### src/rtl/fe_settings.svh
`ifndef FE_SETTINGS_SVH
`define FE_SETTINGS_SVH

// byte address width of the front end.
`define FE_ADDR_W 12

// depth of the shared word memory.
`define FE_MEM_WORDS 1024

// first fetch address after reset.
`define FE_RESET_PC 12'h000

`endif
### src/rtl/fe_pkg.sv
`default_nettype none

`include "fe_settings.svh"

package fe_pkg;

    typedef logic [`FE_ADDR_W-1:0] paddr_t;
    typedef logic [31:0]           word_t;
    typedef logic [31:0]           instr_t;
    typedef logic [`FE_ADDR_W-3:0] widx_t;

    // fetch checker view of the instruction stream.
    typedef enum logic [1:0] {
        idle,
        pdg_nxt_seq,
        pdg_branch
    } chk_state_t;

    // fetch request side.
    typedef enum logic {
        run,
        wait_grant
    } fetch_state_t;

endpackage

`default_nettype wire

### src/rtl/host_port.sv
`timescale 1ns/1ps
`default_nettype none

module host_port
    import fe_pkg::*;
(
    input  logic   clk,
    input  logic   reset,

    input  logic   host_req,
    input  logic   host_we,
    input  paddr_t host_addr,
    input  word_t  host_wdata,
    output logic   host_done,
    output word_t  host_rdata,

    output logic   req_m,
    output logic   we_m,
    output paddr_t addr_m,
    output word_t  wdata_m,
    input  logic   gnt,
    input  logic   rvalid,
    input  word_t  mem_rdata
);

    logic pending;
    logic busy;
    logic wr_done;

    assign req_m      = pending;
    assign host_done  = wr_done | rvalid;
    assign host_rdata = mem_rdata;

    always_ff @(posedge clk) begin
        if (reset) begin
            pending <= 1'b0;
            busy    <= 1'b0;
            wr_done <= 1'b0;
        end else begin
            if (host_req) begin
                pending <= 1'b1;
            end else if (gnt) begin
                pending <= 1'b0;
            end
            wr_done <= pending & gnt & we_m;
            // open from the strobe to its completion.
            if (host_req) begin
                busy <= 1'b1;
            end else if (host_done) begin
                busy <= 1'b0;
            end
        end
    end

    always_ff @(posedge clk) begin
        if (host_req) begin
            we_m    <= host_we;
            addr_m  <= host_addr;
            wdata_m <= host_wdata;
        end
    end

    a_no_overlap: assert property (@(posedge clk) disable iff (reset)
        host_req |-> !busy)
        else $error("host request while another is outstanding");

endmodule

`default_nettype wire

### config.mk
export PLATFORM = sky130hd
export DESIGN_NAME = host_port
export DESIGN_NICKNAME = d
export VERILOG_FILES = /design/src/rtl/fe_pkg.sv /design/src/rtl/host_port.sv
export VERILOG_INCLUDE_DIRS = /design/src /design/src/rtl
export SDC_FILE = /design/constraint.sdc
export NUM_CORES = 1
export LEC_CHECK = 0
export ABC_AREA = 1
export BUFFER_PORTS_ARGS = -buffer_cell sky130_fd_sc_hd__buf_2
export CORE_MARGIN = 3
export CORE_UTILIZATION = 33
export CTS_BUF_LIST = sky130_fd_sc_hd__clkbuf_4
export DETAILED_ROUTE_END_ITERATION = 8
export MAX_ROUTING_LAYER = met4
export PLACE_DENSITY = 0.84
export SYNTH_ARGS = -nofsm -noshare
export SYNTH_HDL_FRONTEND = slang
export SYNTH_SLANG_ARGS = --single-unit
### constraint.sdc
create_clock -name clk -period 0.8 [get_ports clk]
set_input_delay 0.08 -clock clk [delete_from_list [all_inputs] [get_ports clk]]
set_output_delay 0.08 -clock clk [all_outputs]
set_load 0.01 [all_outputs]
* Word-level counts from Yosys, hierarchy flattened *
Index checks and enable logic that the tools add are counted.

word-level totals
  bits in registers = 47
  input bits = 82
  output and inout port bits = 79
  word-level logic and storage cells = 11

operators by class
  mux-type cells = 2
  bitwise logic cells = 3
  reduce and logical (&&, ||, !) cells = 1

operators with widths
  kind               count
  $and 1x1->1        2
  $mux 1             2
  $reduce_bool 2->1  1
  $or 1x1->1         1

* Logic depth before layout (Yosys ltp) *
Gate-level depths: netlist of run 1.

  word-level depth = 2
  mapped depth = 3
  mapped depth without buffers = 3

* Worst setup path before layout of run 1 *
OpenSTA, ideal clock, no wires.

  kind = flip-flop to flip-flop
  start = register we_m
  end = register wr_done
  setup time = 111 ps
  arrival time = 549 ps
  data required time = 689 ps
  path slack = 140 ps
  cell stages (with the launch flop) = 3
  path buffers = 0
  period minus slack after synthesis = 660 ps
  path through = edfxtp_1 nand3_1 nor2_1

on the way
  word-level cells in the longest chain between the ends = 1

ends and longest elaborated chain
  item                      RTL line         RTL
  start: declaration        host_port.sv:18  output logic we_m,
  start signal: assignment  host_port.sv:57  we_m <= host_we;
  $and 1x1->1               host_port.sv:45  wr_done <= pending & gnt & we_m;
  end signal: assignment    host_port.sv:45
  end: declaration          host_port.sv:28  logic wr_done;

No other way between the ends.
A chain may end at the register's enable or synchronous reset.

* Worst setup path after layout of run 1 *
  start = register wr_done
  end = output port host_done

on the way
  word-level cells in the longest chain between the ends = 1

ends and longest elaborated chain
  item              RTL line         RTL
  $or 1x1->1        host_port.sv:31  assign host_done = wr_done | rvalid;
  end: declaration  host_port.sv:14  output logic host_done,

No other way between the ends.

==> results.py, run 1 <==
metrics = {
    "clock_tree": {
        "clock_insertion_delay_worst_skew_ns": 0.34,
        "clock-sinks": 47,
        "cts-htree-levels": 2,
        "buffer_depth_of_the_longest_clock_path": 2,
        "clk_transition_reported_paths_ns": 0.12,
        "cts-root-buf": "clkbuf_4",
        "tritoncts_clock_tree": "yes",
        "cts_inserted_buffers": 5,
    },
    "drt": {
        "routed_wl_mm": 4.907,
        "detailedRoute.firstPassIterationCount": 4,
        "avgRoutedWirePerCell_um": 17.78,
        "route.detailed.drc": 0,
        "number_of_violations_reported_at_the_end_of_detailed_routing_iteration_0": 33,
        "viasPerCell": 4.355,
        "route.vias.total": 1202,
        "count_of_nets_left_with_antenna_violations_after_detail_routing": 0,
    },
    "layout": {
        "layout.cell_area.non_filler_um2": 2582,
        "antenna-diode-count": 0,
        "final_net_count": 290,
        "area_delta_synth_final_pct": 54.96,
        "final_cell_mix": "buf_2, dlygate4sd3_1, edfxtp_1",
        "drive_gt1_share_pct": 51.67,
        "mostFrequentLayoutCell": "buf_2",
    },
    "critical_path": {
        "worstPathRequired_ns": 0.72,
        "worst_path_dominant_cell_family": "flip-flops",
        "cp_max_fo": 1,
        "critical_path_cell_with_the_highest_stage_delay": "dfxtp_1",
        "critPathCapture": "host_done",
        "regToRegSetupSlack_ns": -0.01,
        "timing.critical_path.from_type": "flip-flop",
        "ordered_cell_list_for_the_critical_path": "or2_1 > buf_2",
        "worst_reg_to_reg_cells": 3,
        "logic_depth_of_the_worst_path_buffers_included": 2,
        "reg2reg_to": "wr_done",
        "arrival_ns": 1.02,
        "crit_buf_inv": 1,
        "crit_path_max_incr_delay_ns": 0.32,
        "end_kind": "primary output",
        "timing.rr.start": "we_m",
        "critical_path_class": "reg2out",
        "start_point_of_the_critical_path": "wr_done",
    },
    "timing": {
        "tightest_slew_ns": 0.1446,
        "worst_slew_margin_rel_pct": 90.36,
        "maxClockFrequency_mhz": 912.1,
        "final.period_utilization_pct": 137.0,
        "final.setup_skew_ns": 0.007457,
        "post-route-worst-setup-slack_ns": -0.2964,
        "grt_setup_unrepaired": "true",
        "totalNegativeSetupSlack_ns": -7.417,
        "hold_violations": 0,
        "slew_violations": 0,
        "timing.final.crit_period_ns": 1.096,
        "setup_viol": 48,
    },
    "pwr": {
        "power.clock.fraction_pct": 21.9,
        "power_density_cells_nw_per_um2": 1824,
        "seq_power_share_pct": 62.9,
        "switching_power_of_the_nets_mw": 1.052,
        "vdd_ir_drop_max_mv": 1.484,
        "power.switching_fraction_pct": 22.34,
        "p_int_mw": 3.658,
        "combinationalPowerShare_pct": 15.1,
        "p_leak_nw": 1.114,
    },
    "place": {
        "dp_hpwl_mm": 2.811,
        "preCtsSetupSlack_ns": 0.07580,
        "gp_congestion": 0.7090,
        "placed_cell_area_um2": 2031,
        "io_buffers": 96,
    },
    "die": {
        "io_pins": 161,
        "design.die.area_um2": 5939,
        "num_rows": 25,
        "initial_utilization_pct": 34.60,
        "dieWidth_um": 77.07,
        "core_area_um2": 4817,
        "die_h_um": 77.07,
    },
    "global_routing": {
        "grt_first_pass_wirelength_mm": 7.203,
        "grt_antenna_before_repair": 0,
        "grt_start_max_net_pins": 28,
        "grt.total_usage_pct": 16.82,
        "number_of_global_route_vias_before_repair": 1390,
        "grt_overflow_total": 0,
    },
    "yosys": {
        "yosys_warnings": 0,
        "syn-instance-count": 86,
        "synth.avg_cell_area_um2": 19.38,
        "postSynthRegisterBits": 47,
        "ys_seq_area_share_pct": 83.48,
        "synth.cell_area_um2": 1667,
        "synthesis.nets": 168,
        "synth.lib_cells_used.distinct": 9,
    },
    "status": {
        "violations": "setup timing",
        "status": "finished with violations",
    },
    "hold_path": {
        "hold_path_class": "in2out",
    },
    "job": {
        "cap_violations": 0,
    },
}
[synth_stat cells, drive strengths merged]
| cell type | count | area share [%] |
|---|---|---|
| nand3 | 1 | 0.30 |
| nand2 | 1 | 0.23 |
| nor2 | 1 | 0.23 |
| buf | 32 | 14 |
| inv | 2 | 0.45 |
| a21oi | 1 | 0.53 |
| or2 | 1 | 0.38 |
| edfxtp | 45 | 81 |
| dfxtp | 2 | 2.4 |
[power groups by stage]
stage	sequential [mW]	combinational (mW)	clock, mW
2_1_floorplan	3.12	0.176	0
3_3_place_gp	3.00	0.482	0
3_5_place_dp	3.00	0.497	0
4_1_cts	2.95	0.680	1.04
5_1_grt	2.98	0.758	1.17
6_report	2.96	0.713	1.03
[cell type report]
type                            count  area [um2]
Fill cell                         380        2235
Sequential cell                    47        1393
Timing Repair Buffer              147        1018
Tap cell                           67       83.83
Clock buffer                        6       45.04
Multi-Input combinational cell      5       27.53
Clock inverter                      2       7.507
Inverter                            2       7.507
[sequential cells by signal (all words and copies together) (netlist names)]
register	flops
addr_m	12
wr_done	1
we_m	1
wdata_m	32
req_m	1
[per-layer routing]
metal  track usage, %  vias to the layer above  share of wire, %
met5                -                        -                 0
met4            10.14                        0               5.9
met3            6.573                       38                12
met2            27.35                       98                49
met1            17.13                      545                33
li1                 -                      521                 -
[logic make-up (layout without fill, tap and decap cells)]
group                  after synthesis  count (layout)  share of synthesized area, %
DFF                                 47              47                         83.48
buffers and inverters               34             157                         14.87
and+or+nand+nor                      4               4                         1.126
AOI/OAI and AO/OA                    1               1                        0.5256
[through the flow]
stage	cells	util (%)	power, mW	hold WS (ns)
finish	276	53.61	4.710	0.1600
global route	276	53.61	4.912	0.1513
CTS	275	53.32	4.674	0.1601
detailed placement	219	42.16	3.500	0.1601
global placement	219	42.16	3.478	0.1601
floorplan	86	-	3.292	0.1424
[worst min path at each step]
stage / start / endpoint / slack (ns) / cells past startpoint
finish: mem_rdata[20] / host_rdata[20] / 0.16 / 0
global placement: mem_rdata[14] / host_rdata[14] / 0.16 / 0
CTS: mem_rdata[14] / host_rdata[14] / 0.16 / 0
detailed placement: mem_rdata[14] / host_rdata[14] / 0.16 / 0
global route: host_req / wdata_m[9] / 0.15 / 2
floorplan: reset / req_m / 0.14 / 1
[what timing repair did]
| item | CTS | global route |
|---|---|---|
| hold endpoints to repair | 47 | 0 |
| endpoints found under the setup margin | 47 | 47 |
| gates cloned | 0 | 0 |
| gates resized for setup | 2 | 1 |
| hold buffers | 47 | 0 |
| setup buffers | 1 | 1 |
(Power assumes the default switching activity.)
==> run 2: changes to the inputs <==
--- a/config.mk
+++ b/config.mk
@@ -6,7 +6,6 @@
 export SDC_FILE = /design/constraint.sdc
 export NUM_CORES = 1
 export LEC_CHECK = 0
-export ABC_AREA = 1
 export BUFFER_PORTS_ARGS = -buffer_cell sky130_fd_sc_hd__buf_2
 export CORE_MARGIN = 3
 export CORE_UTILIZATION = 33
==> results.py, run 2 <==
metrics = {
    "status": {
        "status": "finished with violations",
        "violations": "setup timing",
    },
    "yosys": {
        "most_area_consuming_cells_after_synthesis": "edfxtp_1, buf_4, dfxtp_1",
        "synth.lib_cells_used.distinct": 8,
        "synthesis.nets": 166,
        "synthTopCellsByCount": "edfxtp_1, buf_4, dfxtp_1",
        "yosys.area.top_type_share_pct": 81.02,
        "synth.cell_area_um2": 1668,
        "synth.avg_cell_area_um2": 19.86,
        "postSynthRegisterBits": 47,
        "synthFlopType": "edfxtp_1",
        "synthMostInstantiatedCell": "edfxtp_1",
        "yosys_warnings": 0,
        "synthArstFlopShare_pct": 0,
        "ys_seq_area_share_pct": 83.42,
        "synth-edff-count": 45,
        "yosysTopAreaCell": "edfxtp_1",
        "syn-instance-count": 84,
    },
    "critical_path": {
        "timing.rr.start": "we_m",
        "regToRegSetupSlack_ns": 0.04,
        "worst_reg_to_reg_cells": 1,
        "timing.critical_path.from_type": "flip-flop",
        "cp_max_fo": 1,
        "arrival_ns": 1.01,
        "worstPathRequired_ns": 0.72,
        "reg2reg_to": "wr_done",
        "end_kind": "primary output",
        "critical_path_class": "reg2out",
    },
    "drt": {
        "routed_wl_mm": 4.781,
        "detailedRoute.firstPassIterationCount": 4,
        "viasPerCell": 4.188,
        "count_of_nets_left_with_antenna_violations_after_detail_routing": 0,
        "number_of_violations_reported_at_the_end_of_detailed_routing_iteration_0": 24,
        "avgRoutedWirePerCell_um": 17.58,
        "route.detailed.drc": 0,
        "route.vias.total": 1139,
    },
    "layout": {
        "layout.cell_area.non_filler_um2": 2601,
        "drive_gt1_share_pct": 53.66,
        "largest_register": "wdata_m",
        "reg.largest.list": "wdata_m (32), addr_m (12)",
        "num-fill-cells": 393,
        "largest_register_ffs": 32,
        "area_delta_synth_final_pct": 55.96,
        "mostFrequentLayoutCell": "buf_2",
        "final_net_count": 286,
        "final_cell_mix": "buf_2, dlygate4sd3_1, edfxtp_1",
        "antenna-diode-count": 0,
    },
    "clock_tree": {
        "tritoncts_clock_tree": "yes",
        "cts-root-buf": "clkbuf_4",
        "cts_inserted_buffers": 5,
        "buffer_depth_of_the_longest_clock_path": 2,
        "cts-htree-levels": 2,
        "post-cts-setup-buffers": 0,
        "clock_insertion_delay_worst_skew_ns": 0.35,
        "clk_transition_reported_paths_ns": 0.13,
        "clock-sinks": 47,
    },
    "timing": {
        "worst_slew_margin_rel_pct": 91.03,
        "slew_violations": 0,
        "final.period_utilization_pct": 136.4,
        "timing.final.crit_period_ns": 1.091,
        "totalNegativeSetupSlack_ns": -7.522,
        "maxClockFrequency_mhz": 916.3,
        "grt_setup_unrepaired": "true",
        "final.setup_skew_ns": 0.0001580,
        "post-route-worst-setup-slack_ns": -0.2914,
        "tightest_slew_ns": 0.1345,
        "hold_violations": 0,
        "setup_viol": 47,
    },
    "job": {
        "cap_violations": 0,
    },
    "die": {
        "num_rows": 25,
        "dieWidth_um": 77.09,
        "initial_utilization_pct": 34.62,
        "core_area_um2": 4817,
        "design.die.area_um2": 5943,
        "die_h_um": 77.09,
        "io_pins": 161,
    },
    "place": {
        "gp_congestion": 0.7160,
        "preCtsSetupSlack_ns": 0.04542,
        "io_buffers": 96,
        "dp_hpwl_mm": 2.872,
        "placed_cell_area_um2": 2032,
    },
    "pwr": {
        "vdd_ir_drop_max_mv": 1.102,
        "power_density_cells_nw_per_um2": 1949,
        "p_leak_nw": 1.118,
        "fin_total_pwr_mw": 5.070,
    },
    "global_routing": {
        "grt_antenna_before_repair": 0,
        "number_of_global_route_vias_before_repair": 1343,
        "grt_start_max_net_pins": 25,
        "grt_overflow_total": 0,
        "grt.total_usage_pct": 16.86,
        "grt_first_pass_wirelength_mm": 7.113,
    },
    "hold_path": {
        "end_point_of_the_most_critical_hold_path": "host_rdata[16]",
        "worst_hold_startpoint": "mem_rdata[16]",
        "hold-path-cell-count": 0,
        "hold_path_class": "in2out",
    },
}
==> run 2: cell count changes in the layout (fill, tap and decap cells not counted) <==
cell       change
nand2b_1       +1
nand3_1        -1
bufinv_16      +1
and4b_2        +1
inv_1          -1
nor2_1         -1
or2_1          -1
or2_4          +1
buf_4          -2
clkinv_1       -2
clkbuf_4       +1
nand2_1        -1
==> run 2: layer usage <==
| layer | vias to the layer above | track usage (%) | routed length [um] |
|---|---|---|---|
| met4 | 0 | 12.28 | 293 |
| met5 | - | - | 0 |
| met3 | 43 | 5.399 | 453 |
| met2 | 87 | 27.87 | 2420 |
| li1 | 508 | - | - |
| met1 | 501 | 16.63 | 1613 |
==> run 2: power breakdown <==
part	internal (mW)	total, mW	leakage (nW)	switching (mW)
Clock	0.732	1.41	0.0463	0.680
Combinational	0.388	0.697	0.615	0.309
Sequential	2.90	2.96	0.457	0.0593
Total	4.02	5.07	1.12	1.05
==> run 2: worst max-delay path by stage <==
stage	startpoint	to	slack [ns]
2_1_floorplan	we_m	wr_done	0.05
3_3_place_gp	wr_done	host_done	0.05
3_5_place_dp	wr_done	host_done	0.05
4_1_cts	wr_done	host_done	-0.30
5_1_grt	wr_done	host_done	-0.34
6_report	wr_done	host_done	-0.29
==> run 2: cell type report <==
type / count / area, um2 / share of cell area [%]
well taps: 67 / 83.83 / 3.223
multi-input cells: 4 / 35.03 / 1.347
repair buffers: 145 / 1003 / 38.58
flip-flops and latches: 47 / 1393 / 53.54
clock inverters: 1 / 30.03 / 1.154
clock buffers: 7 / 52.55 / 2.020
inverters: 1 / 3.754 / 0.1443
==> run 2: per-stage QoR <==
stage                     util, %  hold slack [ns]  cells
after floorplan                 -           0.1424     84
after global placement      42.18           0.1601    217
after detailed placement    42.18           0.1601    217
after CTS                   54.00           0.1601    272
after global routing        54.00           0.1600    272
final                       54.00           0.1600    272
==> run 2: kinds of logic after synthesis <==
logic type | Yosys count | synth area share [%]
flops | 47 | 83.42
compound gates | 1 | 0.5252
simple gates | 3 | 1.426
buf+inv | 33 | 14.63
==> run 2: worst max-delay path, cell delays in order, from the launching register on <==
cell	delay [ns]
dfxtp_1	0.33
or2_4	0.22
buf_6	0.12
==> run 2: timing repair <==
item | 4_1_cts | 5_1_grt
hold buffers | 47 | 0
endpoints found under the setup margin | 47 | 47
gates resized for setup | 4 | 0
endpoints found under the hold margin | 46 | 0
==> run 3: changes to the inputs <==
--- a/config.mk
+++ b/config.mk
@@ -7,12 +7,13 @@
 export NUM_CORES = 1
 export LEC_CHECK = 0
 export BUFFER_PORTS_ARGS = -buffer_cell sky130_fd_sc_hd__buf_2
-export CORE_MARGIN = 3
+export CORE_MARGIN = 4
 export CORE_UTILIZATION = 33
 export CTS_BUF_LIST = sky130_fd_sc_hd__clkbuf_4
 export DETAILED_ROUTE_END_ITERATION = 8
 export MAX_ROUTING_LAYER = met4
 export PLACE_DENSITY = 0.84
+export SKIP_LAST_GASP = 1
 export SYNTH_ARGS = -nofsm -noshare
 export SYNTH_HDL_FRONTEND = slang
 export SYNTH_SLANG_ARGS = --single-unit
==> results.py, run 3 (synthesized netlist as in run 2, its figures left out) <==
metrics = {
    "critical_path": {
        "critical_path_class": "reg2out",
        "crit_path_max_incr_delay_ns": 0.32,
        "worst_reg_to_reg_cells": 2,
        "timing.rr.start": "we_m",
        "critical_path_cell_with_the_highest_stage_delay": "dfxtp_1",
        "worst_path_dominant_cell_family": "flip-flops",
        "crit_buf_inv": 1,
        "cp_max_fo": 1,
        "worstPathRequired_ns": 0.72,
        "arrival_ns": 1.01,
        "end_kind": "primary output",
        "timing.critical_path.from_type": "flip-flop",
        "reg2reg_to": "wr_done",
        "regToRegSetupSlack_ns": -0.12,
        "ordered_cell_list_for_the_critical_path": "or2_4 > buf_6",
    },
    "clock_tree": {
        "clock-sinks": 47,
        "cts_inserted_buffers": 5,
        "clock_insertion_delay_worst_skew_ns": 0.36,
        "buffer_depth_of_the_longest_clock_path": 2,
        "cts-htree-levels": 2,
        "tritoncts_clock_tree": "yes",
        "cts-root-buf": "clkbuf_4",
        "clk_transition_reported_paths_ns": 0.14,
    },
    "layout": {
        "largest_register_ffs": 32,
        "layout.core_utilization_pct": 54.62,
        "drive_gt1_share_pct": 54.33,
        "mostFrequentLayoutCell": "buf_2",
        "layout.cell_area.non_filler_um2": 2631,
        "largest_register": "wdata_m",
        "reg.largest.list": "wdata_m (32), addr_m (12)",
        "final_cells": 275,
        "area_delta_synth_final_pct": 57.76,
        "antenna-diode-count": 0,
        "final_net_count": 289,
        "final_cell_mix": "buf_2, dlygate4sd3_1, edfxtp_1",
    },
    "drt": {
        "viasPerCell": 4.378,
        "number_of_violations_reported_at_the_end_of_detailed_routing_iteration_0": 45,
        "route.vias.total": 1204,
        "count_of_nets_left_with_antenna_violations_after_detail_routing": 0,
        "detailedRoute.firstPassIterationCount": 4,
        "avgRoutedWirePerCell_um": 19.09,
        "routed_wl_mm": 5.251,
        "route.detailed.drc": 0,
    },
    "timing": {
        "final.setup_skew_ns": 0.01367,
        "tightest_slew_ns": 0.1416,
        "totalNegativeSetupSlack_ns": -8.809,
        "timing.final.crit_period_ns": 1.085,
        "maxClockFrequency_mhz": 921.5,
        "setup_viol": 48,
        "grt_setup_unrepaired": "true",
        "worst_slew_margin_rel_pct": 90.56,
        "hold_violations": 1,
        "final.period_utilization_pct": 135.6,
        "fin_worst_hold_slack_ns": -0.001716,
        "slew_violations": 0,
        "post-route-worst-setup-slack_ns": -0.2851,
    },
    "die": {
        "initial_utilization_pct": 34.62,
        "dieWidth_um": 79.09,
        "io_pins": 161,
        "die_h_um": 79.09,
        "num_rows": 25,
        "design.die.area_um2": 6255,
        "core_area_um2": 4817,
    },
    "global_routing": {
        "grt_first_pass_wirelength_mm": 7.590,
        "grt_overflow_total": 0,
        "grt.total_usage_pct": 17.25,
        "number_of_global_route_vias_before_repair": 1384,
        "grt_start_max_net_pins": 27,
        "grt_antenna_before_repair": 0,
    },
    "place": {
        "io_buffers": 96,
        "gp_congestion": 0.7329,
        "placed_cell_area_um2": 2027,
        "preCtsSetupSlack_ns": 0.04018,
        "dpl.cell_count": 218,
        "dp_hpwl_mm": 2.913,
    },
    "job": {
        "cap_violations": 0,
    },
    "hold_path": {
        "hold-path-cell-count": 3,
        "hold_path_class": "in2reg",
        "worst_hold_startpoint": "gnt",
        "end_point_of_the_most_critical_hold_path": "req_m",
    },
    "status": {
        "violations": "hold timing, setup timing",
        "status": "finished with violations",
    },
    "pwr": {
        "p_leak_nw": 1.137,
        "vdd_ir_drop_max_mv": 1.421,
        "fin_total_pwr_mw": 5.107,
        "power_density_cells_nw_per_um2": 1941,
    },
}
-- run 3: changes by cell type in the layout (fill, tap and decap cells not counted), sizes merged --
cell,change
clkinv,+2
clkbuf,-2
buf,+3
-- run 3: worst max-delay path by stage --
| stage | start | end | slack, ns | cells past startpoint |
|---|---|---|---|---|
| 2_1_floorplan | we_m | wr_done | 0.05 | 1 |
| 3_3_place_gp | wr_done | host_done | 0.06 | 2 |
| 3_5_place_dp | wr_done | host_done | 0.04 | 2 |
| 4_1_cts | wr_done | host_done | -0.29 | 2 |
| 5_1_grt | wr_done | host_done | -0.33 | 2 |
| 6_report | wr_done | host_done | -0.29 | 2 |
-- run 3: worst reg2reg max path: stages, from the launching register on --
cell and delay (ns):
edfxtp_1 0.46, buf_4 0.17, and4b_2 0.19
-- run 3: layout make-up --
cell class              instances  area [um2]
multi-input cells               4       42.54
flip-flops and latches         47        1393
inverters                       1       3.754
well taps                      67       83.83
fillers                       372        2186
clock buffers                   5       37.54
clock inverters                 3       38.79
repair buffers                148        1032
-- run 3: repair_timing --
item,CTS,global route
pin swaps,0,1
buffers inserted,1,2
endpoints found under the hold margin,46,1
gates cloned,0,0
hold buffers,46,1
setup endpoints to repair,47,49
gates resized for setup,4,5
-- run 3: report_power, final --
part,internal (mW),switching [mW],leakage (nW)
registers,2.90,0.0692,0.457
clock network,0.644,0.753,0.0426
logic,0.409,0.327,0.637
-- run 3: routing by layer --
metal | vias to the layer above | GRT usage [%] | part of all wire [%]
met2 | 108 | 27.95 | 50
met1 | 556 | 18.41 | 35
li1 | 516 | - | -
met4 | 0 | 9.107 | 3.6
met3 | 24 | 6.463 | 12
met5 | - | - | 0
